`config.mk`:
```
export PLATFORM = sky130hd
export DESIGN_NAME = periph_top
export DESIGN_NICKNAME = d
export VERILOG_FILES = /design/src/dbus_pkg.sv /design/src/gpio_pkg.sv /design/src/periph_bus_if.sv /design/src/gpio_ctrl_if.sv /design/src/dbus_decoder.sv /design/src/gpio_regs.sv /design/src/gpio_port.sv /design/src/periph_top.sv
export VERILOG_INCLUDE_DIRS = /design/src
export SDC_FILE = /design/constraint.sdc
export NUM_CORES = 1
export LEC_CHECK = 0
export ABC_AREA = 1
export BUFFER_PORTS_ARGS = -buffer_cell sky130_fd_sc_hd__buf_2
export CAP_MARGIN = 25
export CORE_AREA = 5 5 102 104
export DETAILED_ROUTE_END_ITERATION = 7
export DIE_AREA = 0 0 107 109
export PLACE_DENSITY = 0.79
export SLEW_MARGIN = 40
export SYNTH_ARGS = -nofsm -noshare
export SYNTH_HDL_FRONTEND = slang
export SYNTH_HIERARCHICAL = 1
export SYNTH_SLANG_ARGS = --single-unit
```
`constraint.sdc`:
```
create_clock -name clk -period 2.2 [get_ports clk]
set_clock_uncertainty 0.15 [all_clocks]
set_input_delay 0.22 -clock clk [delete_from_list [all_inputs] [get_ports clk]]
set_output_delay 0.22 -clock clk [all_outputs]
set_load 0.02 [all_outputs]
```
`src/pcore_config.svh`:
```
`ifndef PCORE_CONFIG_SVH
`define PCORE_CONFIG_SVH

// Core data bus width, address and data
`define XLEN 32

// GPIO pin count
`define GPIO_WIDTH 8

// GPIO window base on the data bus, 4 KB aligned
`define GPIO_BASE 32'h8000_1000

// Offset bits inside one peripheral window
`define PERIPH_ADDR_BITS 12

`endif

```
`src/dbus_pkg.sv`:
```
`include "pcore_config.svh"

package dbus_pkg;

  // Full byte address as issued by the core
  typedef logic [`XLEN-1:0] dbus_addr_t;

  // Read and write data word
  typedef logic [`XLEN-1:0] dbus_data_t;

  // One enable per byte lane
  typedef logic [`XLEN/8-1:0] dbus_mask_t;

  // Address bits left after the window decode
  typedef logic [`PERIPH_ADDR_BITS-1:0] periph_offset_t;

endpackage : dbus_pkg

```
`src/gpio_pkg.sv`:
```
`include "pcore_config.svh"

package gpio_pkg;

  // One bit per pin
  typedef logic [`GPIO_WIDTH-1:0] gpio_word_t;

  // Register map inside the GPIO window
  typedef enum logic [`PERIPH_ADDR_BITS-1:0] {
    GPIO_OUT      = 'h000,  // Output data, rw
    GPIO_DIR      = 'h004,  // 1 = output, rw
    GPIO_IN       = 'h008,  // Synchronized pins, ro
    GPIO_IRQ_EN   = 'h00C,  // Interrupt enables, rw
    GPIO_IRQ_PEND = 'h010   // Pending edges, write 1 to clear
  } gpio_reg_e;

endpackage : gpio_pkg

```
`src/periph_bus_if.sv`:
```
interface periph_bus_if;

  import dbus_pkg::*;
  import gpio_pkg::*;

  logic           sel;     // Registered hit, one cycle
  logic           wr;
  periph_offset_t offset;
  dbus_mask_t     mask;
  dbus_data_t     wdata;
  gpio_word_t     rdata;   // Combinational from offset

  modport decoder (
    output sel,
    output wr,
    output offset,
    output mask,
    output wdata,
    input  rdata
  );

  modport target (
    input  sel,
    input  wr,
    input  offset,
    input  mask,
    input  wdata,
    output rdata
  );

endinterface : periph_bus_if

```
`src/gpio_ctrl_if.sv`:
```
interface gpio_ctrl_if;

  import gpio_pkg::*;

  gpio_word_t out_data;
  gpio_word_t dir;
  gpio_word_t irq_en;
  gpio_word_t clr_pend;  // Bits to clear, valid with clr_we
  logic       clr_we;
  gpio_word_t in_sync;
  gpio_word_t pend;

  modport regs (
    output out_data, dir, irq_en, clr_pend, clr_we,
    input  in_sync, pend
  );

  modport port (
    input  out_data, dir, irq_en, clr_pend, clr_we,
    output in_sync, pend
  );

endinterface : gpio_ctrl_if

```
`src/dbus_decoder.sv`:
```
`include "pcore_config.svh"

module dbus_decoder (
  input  logic                clk,
  input  logic                rst_n,
  input  logic                dbus_req_i,
  input  logic                dbus_wr_i,
  input  dbus_pkg::dbus_addr_t dbus_addr_i,
  input  dbus_pkg::dbus_mask_t dbus_mask_i,
  input  dbus_pkg::dbus_data_t dbus_wdata_i,
  output dbus_pkg::dbus_data_t dbus_rdata_o,
  output logic                dbus_ack_o,
  output logic                dbus_err_o,
  periph_bus_if.decoder       bus
);

  import dbus_pkg::*;

  localparam dbus_addr_t BASE = `GPIO_BASE;

  logic           hit;
  logic           ack_q;
  logic           err_q;
  logic           sel_q;
  logic           wr_q;
  periph_offset_t offset_q;
  dbus_mask_t     mask_q;
  dbus_data_t     wdata_q;

  // Window match on the bits above the offset
  assign hit = (dbus_addr_i[`XLEN-1:`PERIPH_ADDR_BITS] == BASE[`XLEN-1:`PERIPH_ADDR_BITS]);

  // Request strobes, one edge after req
  always_ff @(posedge clk) begin
    if (rst_n) begin
      ack_q <= 1'b0;
      err_q <= 1'b0;
      sel_q <= 1'b0;
    end else begin
      ack_q <= dbus_req_i;
      err_q <= dbus_req_i & ~hit;
      sel_q <= dbus_req_i & hit;
    end
  end

  // Payload, captured with every request
  always_ff @(posedge clk) begin
    if (dbus_req_i) begin
      wr_q     <= dbus_wr_i;
      offset_q <= dbus_addr_i[`PERIPH_ADDR_BITS-1:0];
      mask_q   <= dbus_mask_i;
      wdata_q  <= dbus_wdata_i;
    end
  end

  assign bus.sel    = sel_q;
  assign bus.wr     = wr_q;
  assign bus.offset = offset_q;
  assign bus.mask   = mask_q;
  assign bus.wdata  = wdata_q;

  assign dbus_ack_o = ack_q;
  assign dbus_err_o = err_q;

  // Only a read hit returns data, zero extended from the pin width
  always_comb begin
    dbus_rdata_o = '0;
    if (sel_q && !wr_q) begin
      dbus_rdata_o = dbus_data_t'(bus.rdata);
    end
  end

endmodule : dbus_decoder

```
`src/gpio_regs.sv`:
```
`include "pcore_config.svh"

module gpio_regs (
  input  logic         clk,
  input  logic         rst_n,
  periph_bus_if.target bus,
  gpio_ctrl_if.regs    ctrl
);

  import gpio_pkg::*;

  logic       we;
  gpio_word_t wbyte;
  gpio_word_t out_q;
  gpio_word_t dir_q;
  gpio_word_t irq_en_q;

  // Only byte lane 0 carries pin data
  assign we    = bus.sel & bus.wr & bus.mask[0];
  assign wbyte = bus.wdata[`GPIO_WIDTH-1:0];

  always_ff @(posedge clk) begin
    if (rst_n) begin
      out_q    <= '0;
      dir_q    <= '0;
      irq_en_q <= '0;
    end else if (we) begin
      case (bus.offset)
        GPIO_OUT:    out_q    <= wbyte;
        GPIO_DIR:    dir_q    <= wbyte;
        GPIO_IRQ_EN: irq_en_q <= wbyte;
        default: ;  // IN is read-only, PEND handled in port
      endcase
    end
  end

  // Read mux, unmapped offsets return zero
  always_comb begin
    case (bus.offset)
      GPIO_OUT:      bus.rdata = out_q;
      GPIO_DIR:      bus.rdata = dir_q;
      GPIO_IN:       bus.rdata = ctrl.in_sync;
      GPIO_IRQ_EN:   bus.rdata = irq_en_q;
      GPIO_IRQ_PEND: bus.rdata = ctrl.pend;
      default:       bus.rdata = '0;
    endcase
  end

  // Write 1 to clear on the pending register
  assign ctrl.clr_we   = we && (bus.offset == GPIO_IRQ_PEND);
  assign ctrl.clr_pend = wbyte;

  assign ctrl.out_data = out_q;
  assign ctrl.dir      = dir_q;
  assign ctrl.irq_en   = irq_en_q;

endmodule : gpio_regs

```
`src/gpio_port.sv`:
```
module gpio_port (
  input  logic                 clk,
  input  logic                 rst_n,
  gpio_ctrl_if.port            ctrl,
  input  gpio_pkg::gpio_word_t gpio_port_i,
  output gpio_pkg::gpio_word_t gpio_port_o,
  output gpio_pkg::gpio_word_t gpio_oe_o,
  output logic                 gpio_irq_o
);

  import gpio_pkg::*;

  gpio_word_t sync1_q;
  gpio_word_t sync2_q;
  gpio_word_t prev_q;
  gpio_word_t pend_q;
  gpio_word_t rise;
  gpio_word_t clr;

  assign gpio_port_o = ctrl.out_data;
  assign gpio_oe_o   = ctrl.dir;

  // Two-flop synchronizer, then one more stage for edge detect
  always_ff @(posedge clk) begin
    if (rst_n) begin
      sync1_q <= '0;
      sync2_q <= '0;
      prev_q  <= '0;
    end else begin
      sync1_q <= gpio_port_i;
      sync2_q <= sync1_q;
      prev_q  <= sync2_q;
    end
  end

  // Rising edges count on input pins only
  assign rise = sync2_q & ~prev_q & ~ctrl.dir;
  assign clr  = ctrl.clr_we ? ctrl.clr_pend : '0;

  always_ff @(posedge clk) begin
    if (rst_n) begin
      pend_q <= '0;
    end else begin
      pend_q <= (pend_q & ~clr) | rise;  // Set wins over clear
    end
  end

  assign ctrl.in_sync = sync2_q;
  assign ctrl.pend    = pend_q;

  assign gpio_irq_o = |(pend_q & ctrl.irq_en);

endmodule : gpio_port

```
`src/periph_top.sv`:
```
module periph_top (
  input  logic                 clk,
  input  logic                 rst_n,

  // Core data bus
  input  logic                 dbus_req_i,
  input  logic                 dbus_wr_i,
  input  dbus_pkg::dbus_addr_t dbus_addr_i,
  input  dbus_pkg::dbus_mask_t dbus_mask_i,
  input  dbus_pkg::dbus_data_t dbus_wdata_i,
  output dbus_pkg::dbus_data_t dbus_rdata_o,
  output logic                 dbus_ack_o,
  output logic                 dbus_err_o,

  // Pins
  input  gpio_pkg::gpio_word_t gpio_port_i,
  output gpio_pkg::gpio_word_t gpio_port_o,
  output gpio_pkg::gpio_word_t gpio_oe_o,
  output logic                 gpio_irq_o
);

  periph_bus_if bus_if ();
  gpio_ctrl_if  ctrl_if ();

  dbus_decoder u_decoder (
    .clk          (clk),
    .rst_n        (rst_n),
    .dbus_req_i   (dbus_req_i),
    .dbus_wr_i    (dbus_wr_i),
    .dbus_addr_i  (dbus_addr_i),
    .dbus_mask_i  (dbus_mask_i),
    .dbus_wdata_i (dbus_wdata_i),
    .dbus_rdata_o (dbus_rdata_o),
    .dbus_ack_o   (dbus_ack_o),
    .dbus_err_o   (dbus_err_o),
    .bus          (bus_if.decoder)
  );

  gpio_regs u_regs (
    .clk   (clk),
    .rst_n (rst_n),
    .bus   (bus_if.target),
    .ctrl  (ctrl_if.regs)
  );

  gpio_port u_port (
    .clk         (clk),
    .rst_n       (rst_n),
    .ctrl        (ctrl_if.port),
    .gpio_port_i (gpio_port_i),
    .gpio_port_o (gpio_port_o),
    .gpio_oe_o   (gpio_oe_o),
    .gpio_irq_o  (gpio_irq_o)
  );

endmodule : periph_top

```
### Yosys cells after proc, flatten, opt, wreduce, memory -nomap -nowiden

Cells that the tools add are included.

* logic and storage cells: 43
* ROM bits: 0
* flip-flop bits (word level): 81
* RAM bits: 0
* output and inout bits: 51
* memories kept: 0
* bits in latches: 0

* shifts and indexed selects: 0
* bitwise operators: 13
* add/subtract/negate cells: 0
* div/mod/pow operators: 0
* multiplexer cells: 3
* reductions and logical operators: 8
* multiply operators: 0
* order comparisons: 0
* equality and inequality tests: 5

Operators by type and width (number)
* case mux 8 bit (5 select lines): 1
* AND 8 bit: 4
* == test 12 x 4 -> 1 bit (second input constant): 2
* NOT 8 bit: 3
* == test 20 bit (second input constant): 1
* two-way mux 8 bit: 2
* == test 12 x 3 -> 1 bit (second input constant): 1
* == test 12 x 5 -> 1 bit (second input constant): 1
* zero test 12 bit: 1
* OR 8 bit: 1
* OR reduction 8 bit: 1
* AND reduction 2 bit: 3
* AND 1 bit: 4
* logical AND 1 bit: 2
* zero test 1 bit: 1
* NOT 1 bit: 1

### Logic depth before layout (Yosys ltp)

Gate-level depths: netlist (run 1).

* depth in word-level cells: 7
* mapped depth: 10
* mapped depth without buffers: 9

### By module

The synthesis (run 1) kept the hierarchy.

By module, submodules not included
* dbus_decoder: area each 1884.3 um2, times used 1, seq. area each 1531.5 um2, cells an instance 121
* gpio_regs: area each 1665.3 um2, times used 1, seq. area each 480.5 um2, cells an instance 278
* gpio_port: area each 1261.2 um2, times used 1, seq. area each 640.6 um2, cells an instance 163

### Worst setup path after synthesis (run 1)

OpenSTA, ideal clock, no wires.

* path kind: reg2out
* start point: register u_decoder.offset_q[11], in the netlist u_decoder/bus.offset[11]
* end point: output dbus_rdata_o[5]
* arrival time: 1.482 ns
* stages on the path, launching flop included: 11
* buffers on the path: 1
* setup slack: 0.348 ns
* data required time: 1.830 ns
* cell sequence: edfxtp_1 > nor2_4 > nand2_4 > nor2_8 > buf_4 > nand3_1 > nand2_1 > nor2_1 > nand2_1 > inv_1 > nor2_1

* longest elaborated chain between the ends: 3
* elaborated cells between the ends (all ways): 7

Ends and longest elaborated chain
* start, declared: RTL line dbus_decoder.sv:26 `periph_offset_t offset_q;`
* start signal, assigned: RTL line dbus_decoder.sv:50 `` offset_q <= dbus_addr_i[`PERIPH_ADDR_BITS-1:0]; ``
* == test 12 x 5 -> 1 bit (tied with other cells): RTL line gpio_regs.sv:39 `case (bus.offset)`
* case mux 8 bit (5 select lines) (*): RTL line gpio_regs.sv:39
* named net bus_if.rdata[5]: RTL line periph_bus_if.sv:11 `gpio_word_t rdata;`
* two-way mux 8 bit (*): RTL line dbus_decoder.sv:68 `if (sel_q && !wr_q) begin`
* end, declared: RTL line periph_top.sv:11 `output dbus_pkg::dbus_data_t dbus_rdata_o,`

The timed path passes the listed nets; every way through them passes the cells marked *.

### Worst setup path in the final report (run 1)

* start point: register u_decoder.offset_q[9], in the netlist u_decoder/bus.offset[9]
* end point: output dbus_rdata_o[7]

Same word-level chain as after synthesis.

==> results of run 1 <==
==> power groups by stage <==
stage	Clock, mW	Combinational [mW]	Sequential (mW)
3_5_place_dp	0	0.188	1.67
3_3_place_gp	0	0.183	1.67
6_report	1.01	0.242	1.64
4_1_cts	1.04	0.241	1.64
5_1_grt	1.10	0.268	1.65
2_1_floorplan	0	0.167	1.66
==> metrics by stage <==
stage / instances / setup TNS (ns) / area, um^2 / util [%] / total power [mW]
2_1_floorplan: 558 / 0 / 4086 / - / 1.827
3_3_place_gp: 694 / 0 / 4179 / 44.18 / 1.852
3_5_place_dp: 694 / 0 / 4179 / 44.18 / 1.860
4_1_cts: 746 / -0.6498 / 4778 / 50.52 / 2.921
5_1_grt: 746 / -1.870 / 4803 / 50.78 / 3.014
6_report: 746 / -0.6698 / 4803 / 50.78 / 2.892
==> registers in the layout, indices dropped and copies added, names as in the netlist <==
signal	flops
u_decoder/dbus_ack_o	1
u_decoder/dbus_err_o	1
u_port/ctrl.in_sync	8
u_port/sync1_q	8
u_port/ctrl.pend	8
u_decoder/bus.wr	1
u_regs/ctrl.irq_en	8
u_decoder/bus.offset	12
u_decoder/bus.mask	1
u_decoder/bus.wdata	8
u_decoder/bus.sel	1
u_regs/ctrl.dir	8
u_regs/ctrl.out_data	8
u_port/prev_q	8
==> how the worst max path moves through the flow <==
stage / start / endpoint / cells after the start
global route: u_decoder/bus.offset[9] / dbus_rdata_o[2] / 11
floorplan: u_decoder/bus.offset[11] / dbus_rdata_o[5] / 10
detailed placement: u_decoder/bus.offset[9] / dbus_rdata_o[1] / 10
finish: u_decoder/bus.offset[9] / dbus_rdata_o[7] / 11
global placement: u_decoder/bus.offset[11] / dbus_rdata_o[3] / 10
CTS: u_decoder/bus.offset[8] / dbus_rdata_o[3] / 10
==> metal layers <==
layer | vias to the layer above | GRT usage (%)
met5 | - | 0
met4 | 0 | 5.845
met3 | 18 | 4.737
met2 | 135 | 28.78
met1 | 1490 | 17.08
li1 | 1698 | -
==> repair_timing <==
action | CTS | global route
hold buffers | 30 | 0
gates cloned | 3 | 0
endpoints found under the hold margin | 30 | 0
pin swaps | 8 | 5
resized for setup | 20 | 7
endpoints found under the setup margin | 8 | 8
setup buffers | 3 | 0
==> area by class of cell <==
| cell class | count | area, um^2 |
|---|---|---|
| Sequential cell | 81 | 1842 |
| Inverter | 95 | 356.6 |
| Fill cell | 906 | 4656 |
| Multi-Input combinational cell | 324 | 1496 |
| Clock buffer | 12 | 156.4 |
| Tap cell | 114 | 142.6 |
| Clock inverter | 4 | 26.28 |
| Timing Repair Buffer | 116 | 783.3 |
==> critical path: stages (launching register included) <==
cell and delay (ns):
edfxtp_1 0.43, nor2_4 0.18, nand2_8 0.11, nor2_4 0.22
buf_6 0.15, nand3_1 0.06, nand2_1 0.06, inv_1 0.04
nand2_1 0.05, inv_1 0.03, nor2_1 0.09, buf_4 0.16
==> reports/metrics.yaml, run 1 <==
sta:
  finalSetupViolCount: 8
  post-route-min-period_ns: 2.314
  worstMarginPinSlew_ns: 0.7880
  slew_viol_final: 0
  max_freq_ghz: 0.4322
  grt_setup_unrepaired: "true"
  hold_viol_final: 0
  whs_ns: 0.05618
  layout_setup_ws_ns: -0.1140
  slew_headroom_pct: 47.14
  min_period_over_period_pct: 105.2
clocking:
  cts_sinks: 81
  path_clk_slew_ns: 0.08
  worstSkewPairLatency_ns: 0.36
  cts_tree: "yes"
  cts_root_buf: "clkbuf_8"
  cts_buffers: 9
  cts_max_level: 3
  cts_max_path_buffers: 2
critical_path:
  rrSetupSlack_ns: 0.38
  cp_max_fo: 6
  critPathCaptureType: "output pin"
  r2r_end: "u_regs/ctrl.dir[2]"
  path_class: "register to output pin"
  start_kind: "register"
  r2r.worst_path.cells: 9
  r2r-start: "u_decoder/bus.offset[9]"
  worstPathArrival_ns: 1.94
  critPathRequiredTime_ns: 1.83
pwr:
  power_switching_uw: 718.8
  p_per_area_mw_per_mm2: 602.2
  leakage_nw: 2.323
  switching_share_pct: 24.85
  clkPwrFrac_pct: 35.0
  internal_power_mw: 2.174
  ir_drop_mv: 0.4998
  power.share.sequential_pct: 56.6
  combPwrFrac_pct: 8.4
layout:
  syn2layout_area_growth_pct: 20.08
  nets: 707
  layout_commonest_cell: "nor2_1"
  drive_gt1_share_pct: 21.84
  most-common-layout-cells: "nor2_1 (112), nand2_1 (108), inv_1 (92)"
  n_antenna_cell: 0
global_routing:
  grt_pass1_wl_um: 14280
  antenna_found_initial: 0
  grt_util_all_layers_pct: 15.69
  grt_start_max_net_pins: 34
  gr-total-overflow: 0
  grt_pass1_vias: 3220
route:
  dr_wl_met2_um: 4348
  wire_per_inst_um: 11.73
  drc_errors: 0
  vias: 3341
  drt_wl_total_um: 8753
  drt-met1-wl_um: 3423
  first_pass_iters: 6
  antenna_left: 0
  viasPerCell: 4.479
  met3WireLength_um: 816
  first_iter_violations: 133
  top_layer: "met4"
min_path:
  min_delay_path_depth: 6
  min_from: "dbus_addr_i[13]"
  hold_path_class: "primary input to register"
  min_to: "u_decoder/bus.sel"
floorplan:
  die_y_um: 109
  fp-row-count: 36
  die_area_mm2: 0.01166
  io_pins: 131
  start_util_pct: 42.29
  fp.dieW_um: 107
  core_mm2: 0.009459
outcome:
  failed_checks: "negative setup slack"
  outcome: "finished, violations left"
synthesis:
  netlist_area_mm2: 0.004000
  post_synth_inst_count: 535
  yosysWarnings: 6
  synth_area_per_cell_um2: 7.477
placed_design:
  preCtsSetupSlack_ns: 0.1677
  place_congestion: 0.7798
  dp_hpwl_um: 6116
  port_buffers: 79
flow_run:
  maxCapViolCount: 0
Note: power is estimated with default switching activity, not from simulation.
==> run 2, diff against run 1 <==
==> constraint.sdc (replaced) <==
create_clock -name clk -period 2.2 [get_ports clk]
set_clock_uncertainty 0.15 [all_clocks]
set_input_delay 0.11 -clock clk [delete_from_list [all_inputs] [get_ports clk]]
set_output_delay 0.11 -clock clk [all_outputs]
set_load 0.02 [all_outputs]
==> run 2 against run 1 <==
The flow finishes with violations (negative hold slack, negative setup slack). Setup slack improved by 0.072 ns. Global-route usage up 0.49 points. Non-clock buffer count is 12 higher.
==> reports/metrics.yaml, run 2 (synthesized netlist as in run 1, its figures left out) <==
global_routing:
  grt_pass1_vias: 3349  # was 3220
  grt_util_all_layers_pct: 16.19  # was 15.69%
  grt_pass1_wl_um: 14810  # was 14280 um
  grt_start_max_net_pins: 34  # unchanged
  antenna_found_initial: 0  # unchanged
  gr-total-overflow: 0  # unchanged
pwr:
  switching_share_pct: 24.02  # was 24.85%
  power_switching_uw: 699.0  # was 718.8 uW
  ir_drop_mv: 0.3362  # was 0.4998 mV
  p_per_area_mw_per_mm2: 582.4  # was 602.2 mW/mm^2
  combPwrFrac_pct: 8.9  # was 8.4%
  internal_power_mw: 2.211  # was 2.174 mW
  clkPwrFrac_pct: 34.8  # was 35.0%
  power.share.sequential_pct: 56.3  # was 56.6%
  leakage_nw: 2.414  # was 2.323 nW
critical_path:
  endpoint: "dbus_rdata_o[4]"  # was dbus_rdata_o[7]
  cp_max_fo: 7  # was 6
  crit_start: "u_decoder/bus.offset[9]"  # unchanged
  critPathRequiredTime_ns: 1.94  # was 1.83 ns
  critPathCaptureType: "output pin"  # unchanged
  start_kind: "register"  # unchanged
  r2r.worst_path.cells: 10  # was 9
  path_class: "register to output pin"  # unchanged
  rrSetupSlack_ns: 0.36  # was 0.38 ns
  worstPathArrival_ns: 1.98  # was 1.94 ns
  r2r_end: "u_port/ctrl.pend[6]"  # was u_regs/ctrl.dir[2]
  r2r-start: "u_decoder/bus.offset[9]"  # unchanged
sta:
  worstMarginPinSlew_ns: 0.8417  # was 0.7880 ns
  max_freq_ghz: 0.4460  # was 0.4322 GHz
  whs_ns: -0.02505  # was 0.05618 ns
  min_period_over_period_pct: 101.9  # was 105.2%
  finalSetupViolCount: 5  # was 8
  hold_viol_final: 1  # was 0
  slew_headroom_pct: 43.82  # was 47.14%
  post-route-min-period_ns: 2.242  # was 2.314 ns
  slew_viol_final: 0  # unchanged
  grt_setup_unrepaired: "true"  # unchanged
  layout_setup_ws_ns: -0.04230  # was -0.1140 ns
placed_design:
  dp_hpwl_um: 5948  # was 6116 um
  place_congestion: 0.7985  # was 0.7798
  preCtsSetupSlack_ns: 0.2441  # was 0.1677 ns
  placed_cell_area_mm2: 0.004172  # was 0.004179 mm^2
  port_buffers: 79  # unchanged
floorplan:
  fp.dieW_um: 107  # unchanged
  core_mm2: 0.009459  # unchanged
  fp-row-count: 36  # unchanged
  die_y_um: 109  # unchanged
  start_util_pct: 42.29  # unchanged
  io_pins: 131  # unchanged
  die_area_mm2: 0.01166  # unchanged
route:
  wire_per_inst_um: 12.31  # was 11.73 um
  drt_wl_total_um: 9305  # was 8753 um
  first_pass_iters: 7  # was 6
  viasPerCell: 4.545  # was 4.479
  drc_errors: 0  # unchanged
  antenna_left: 0  # unchanged
  vias: 3436  # was 3341
  first_iter_violations: 195  # was 133
layout:
  nets: 718  # was 707
  syn2layout_area_growth_pct: 24.90  # was 20.08%
  post-route-cell-area_mm2: 0.004996  # was 0.004803 mm^2
  n_antenna_cell: 0  # unchanged
  layout_commonest_cell: "nor2_1"  # unchanged
  most-common-layout-cells: "nor2_1 (108), nand2_1 (107), inv_1 (91)"  # was nor2_1 (112), nand2_1 (108), inv_1 (92)
  final_core_util_pct: 52.82  # was 50.78%
  drive_gt1_share_pct: 23.83  # was 21.84%
  fillers: 883  # was 906
  largest_register_ffs: 12  # unchanged
min_path:
  hold_path_class: "primary input to register"  # unchanged
outcome:
  outcome: "finished, violations left"  # unchanged
  failed_checks: "negative hold slack, negative setup slack"  # was negative setup slack
clocking:
  cts_max_level: 3  # unchanged
  cts_sinks: 81  # unchanged
  path_clk_slew_ns: 0.08  # about the same
  cts_root_buf: "clkbuf_8"  # unchanged
  cts_buffers: 9  # unchanged
  worstSkewPairLatency_ns: 0.34  # was 0.36 ns
  cts_tree: "yes"  # unchanged
  cts_max_path_buffers: 2  # unchanged
flow_run:
  maxCapViolCount: 0  # unchanged
run 2: cell count changes in the layout (fill, tap and decap cells not counted), moves of 3 or more:
| cell | change |
|---|---|
| nand3_2 | +4 |
| buf_12 | +3 |
| nor2_2 | +4 |
| dlygate4sd3_1 | +8 |
| nand3_1 | -4 |
| nor2_1 | -4 |
run 2: worst min-delay path by stage:
| stage | from | to | slack (ns) | depth (start not counted) |
|---|---|---|---|---|
| final | dbus_addr_i[16] | u_decoder/bus.sel | -0.03 | 6 |
| after CTS | dbus_req_i | u_decoder/dbus_ack_o | 0.08 | 3 |
| after floorplan | rst_n | u_port/ctrl.pend[0] | 0.03 | 1 |
| after global placement | dbus_addr_i[11] | u_decoder/bus.offset[11] | 0.14 | 1 |
| after global routing | dbus_addr_i[16] | u_decoder/bus.sel | 0.02 | 6 |
| after detailed placement | dbus_addr_i[4] | u_decoder/bus.offset[4] | 0.14 | 1 |
run 2: worst max-delay path: stages (launching register included):
cell	delay, ns
edfxtp_1	0.42
nor2_4	0.14
nand2_4	0.11
buf_12	0.15
nor2_8	0.17
nand2_2	0.09
nor2_2	0.12
nor2_1	0.06
nand2_1	0.06
inv_1	0.05
nor2_1	0.10
buf_4	0.16
run 2: final cells by class:
cell class                 count  area (um^2)  share of cell area [%]
clock buffer                  11        162.7                   3.256
clock inverter                 4        25.02                  0.5009
inverter                      95        359.1                   7.188
multi-input combinational    323         1509                   30.20
sequential                    81         1842                   36.86
tap                          114        142.6                   2.855
timing repair buffer         128        955.9                   19.13
run 2: timing repair:
action,CTS,global route
pin swaps,7,22
gates cloned,2,1
endpoints found under the hold margin,32,0
resized for setup,4,35
buffers inserted,5,2
hold buffers,42,0
setup endpoints to repair,8,10
run 2: through the flow:
stage	TNS, ns	cells	hold slack (ns)	power [mW]
2_1_floorplan	0	558	0.02907	1.827
3_3_place_gp	0	693	0.1364	1.851
3_5_place_dp	0	693	0.1381	1.857
4_1_cts	-0.06979	757	0.08169	2.930
5_1_grt	-1.109	756	0.01915	3.034
6_report	-0.1084	756	-0.02505	2.910
run 2: power by group through the flow:
stage / logic [mW] / clock network (mW) / registers, mW
floorplan: 0.167 / 0 / 1.66
global route: 0.284 / 1.10 / 1.65
global placement: 0.182 / 0 / 1.67
finish: 0.258 / 1.01 / 1.64
detailed placement: 0.186 / 0 / 1.67
CTS: 0.248 / 1.05 / 1.64
run 2: layer usage:
metal / wire length, um / GRT usage [%]
met1: 3508 / 17.19
met2: 4850 / 30.31
met3: 769 / 4.855
met4: 177 / 5.845
met5: 0 / 0
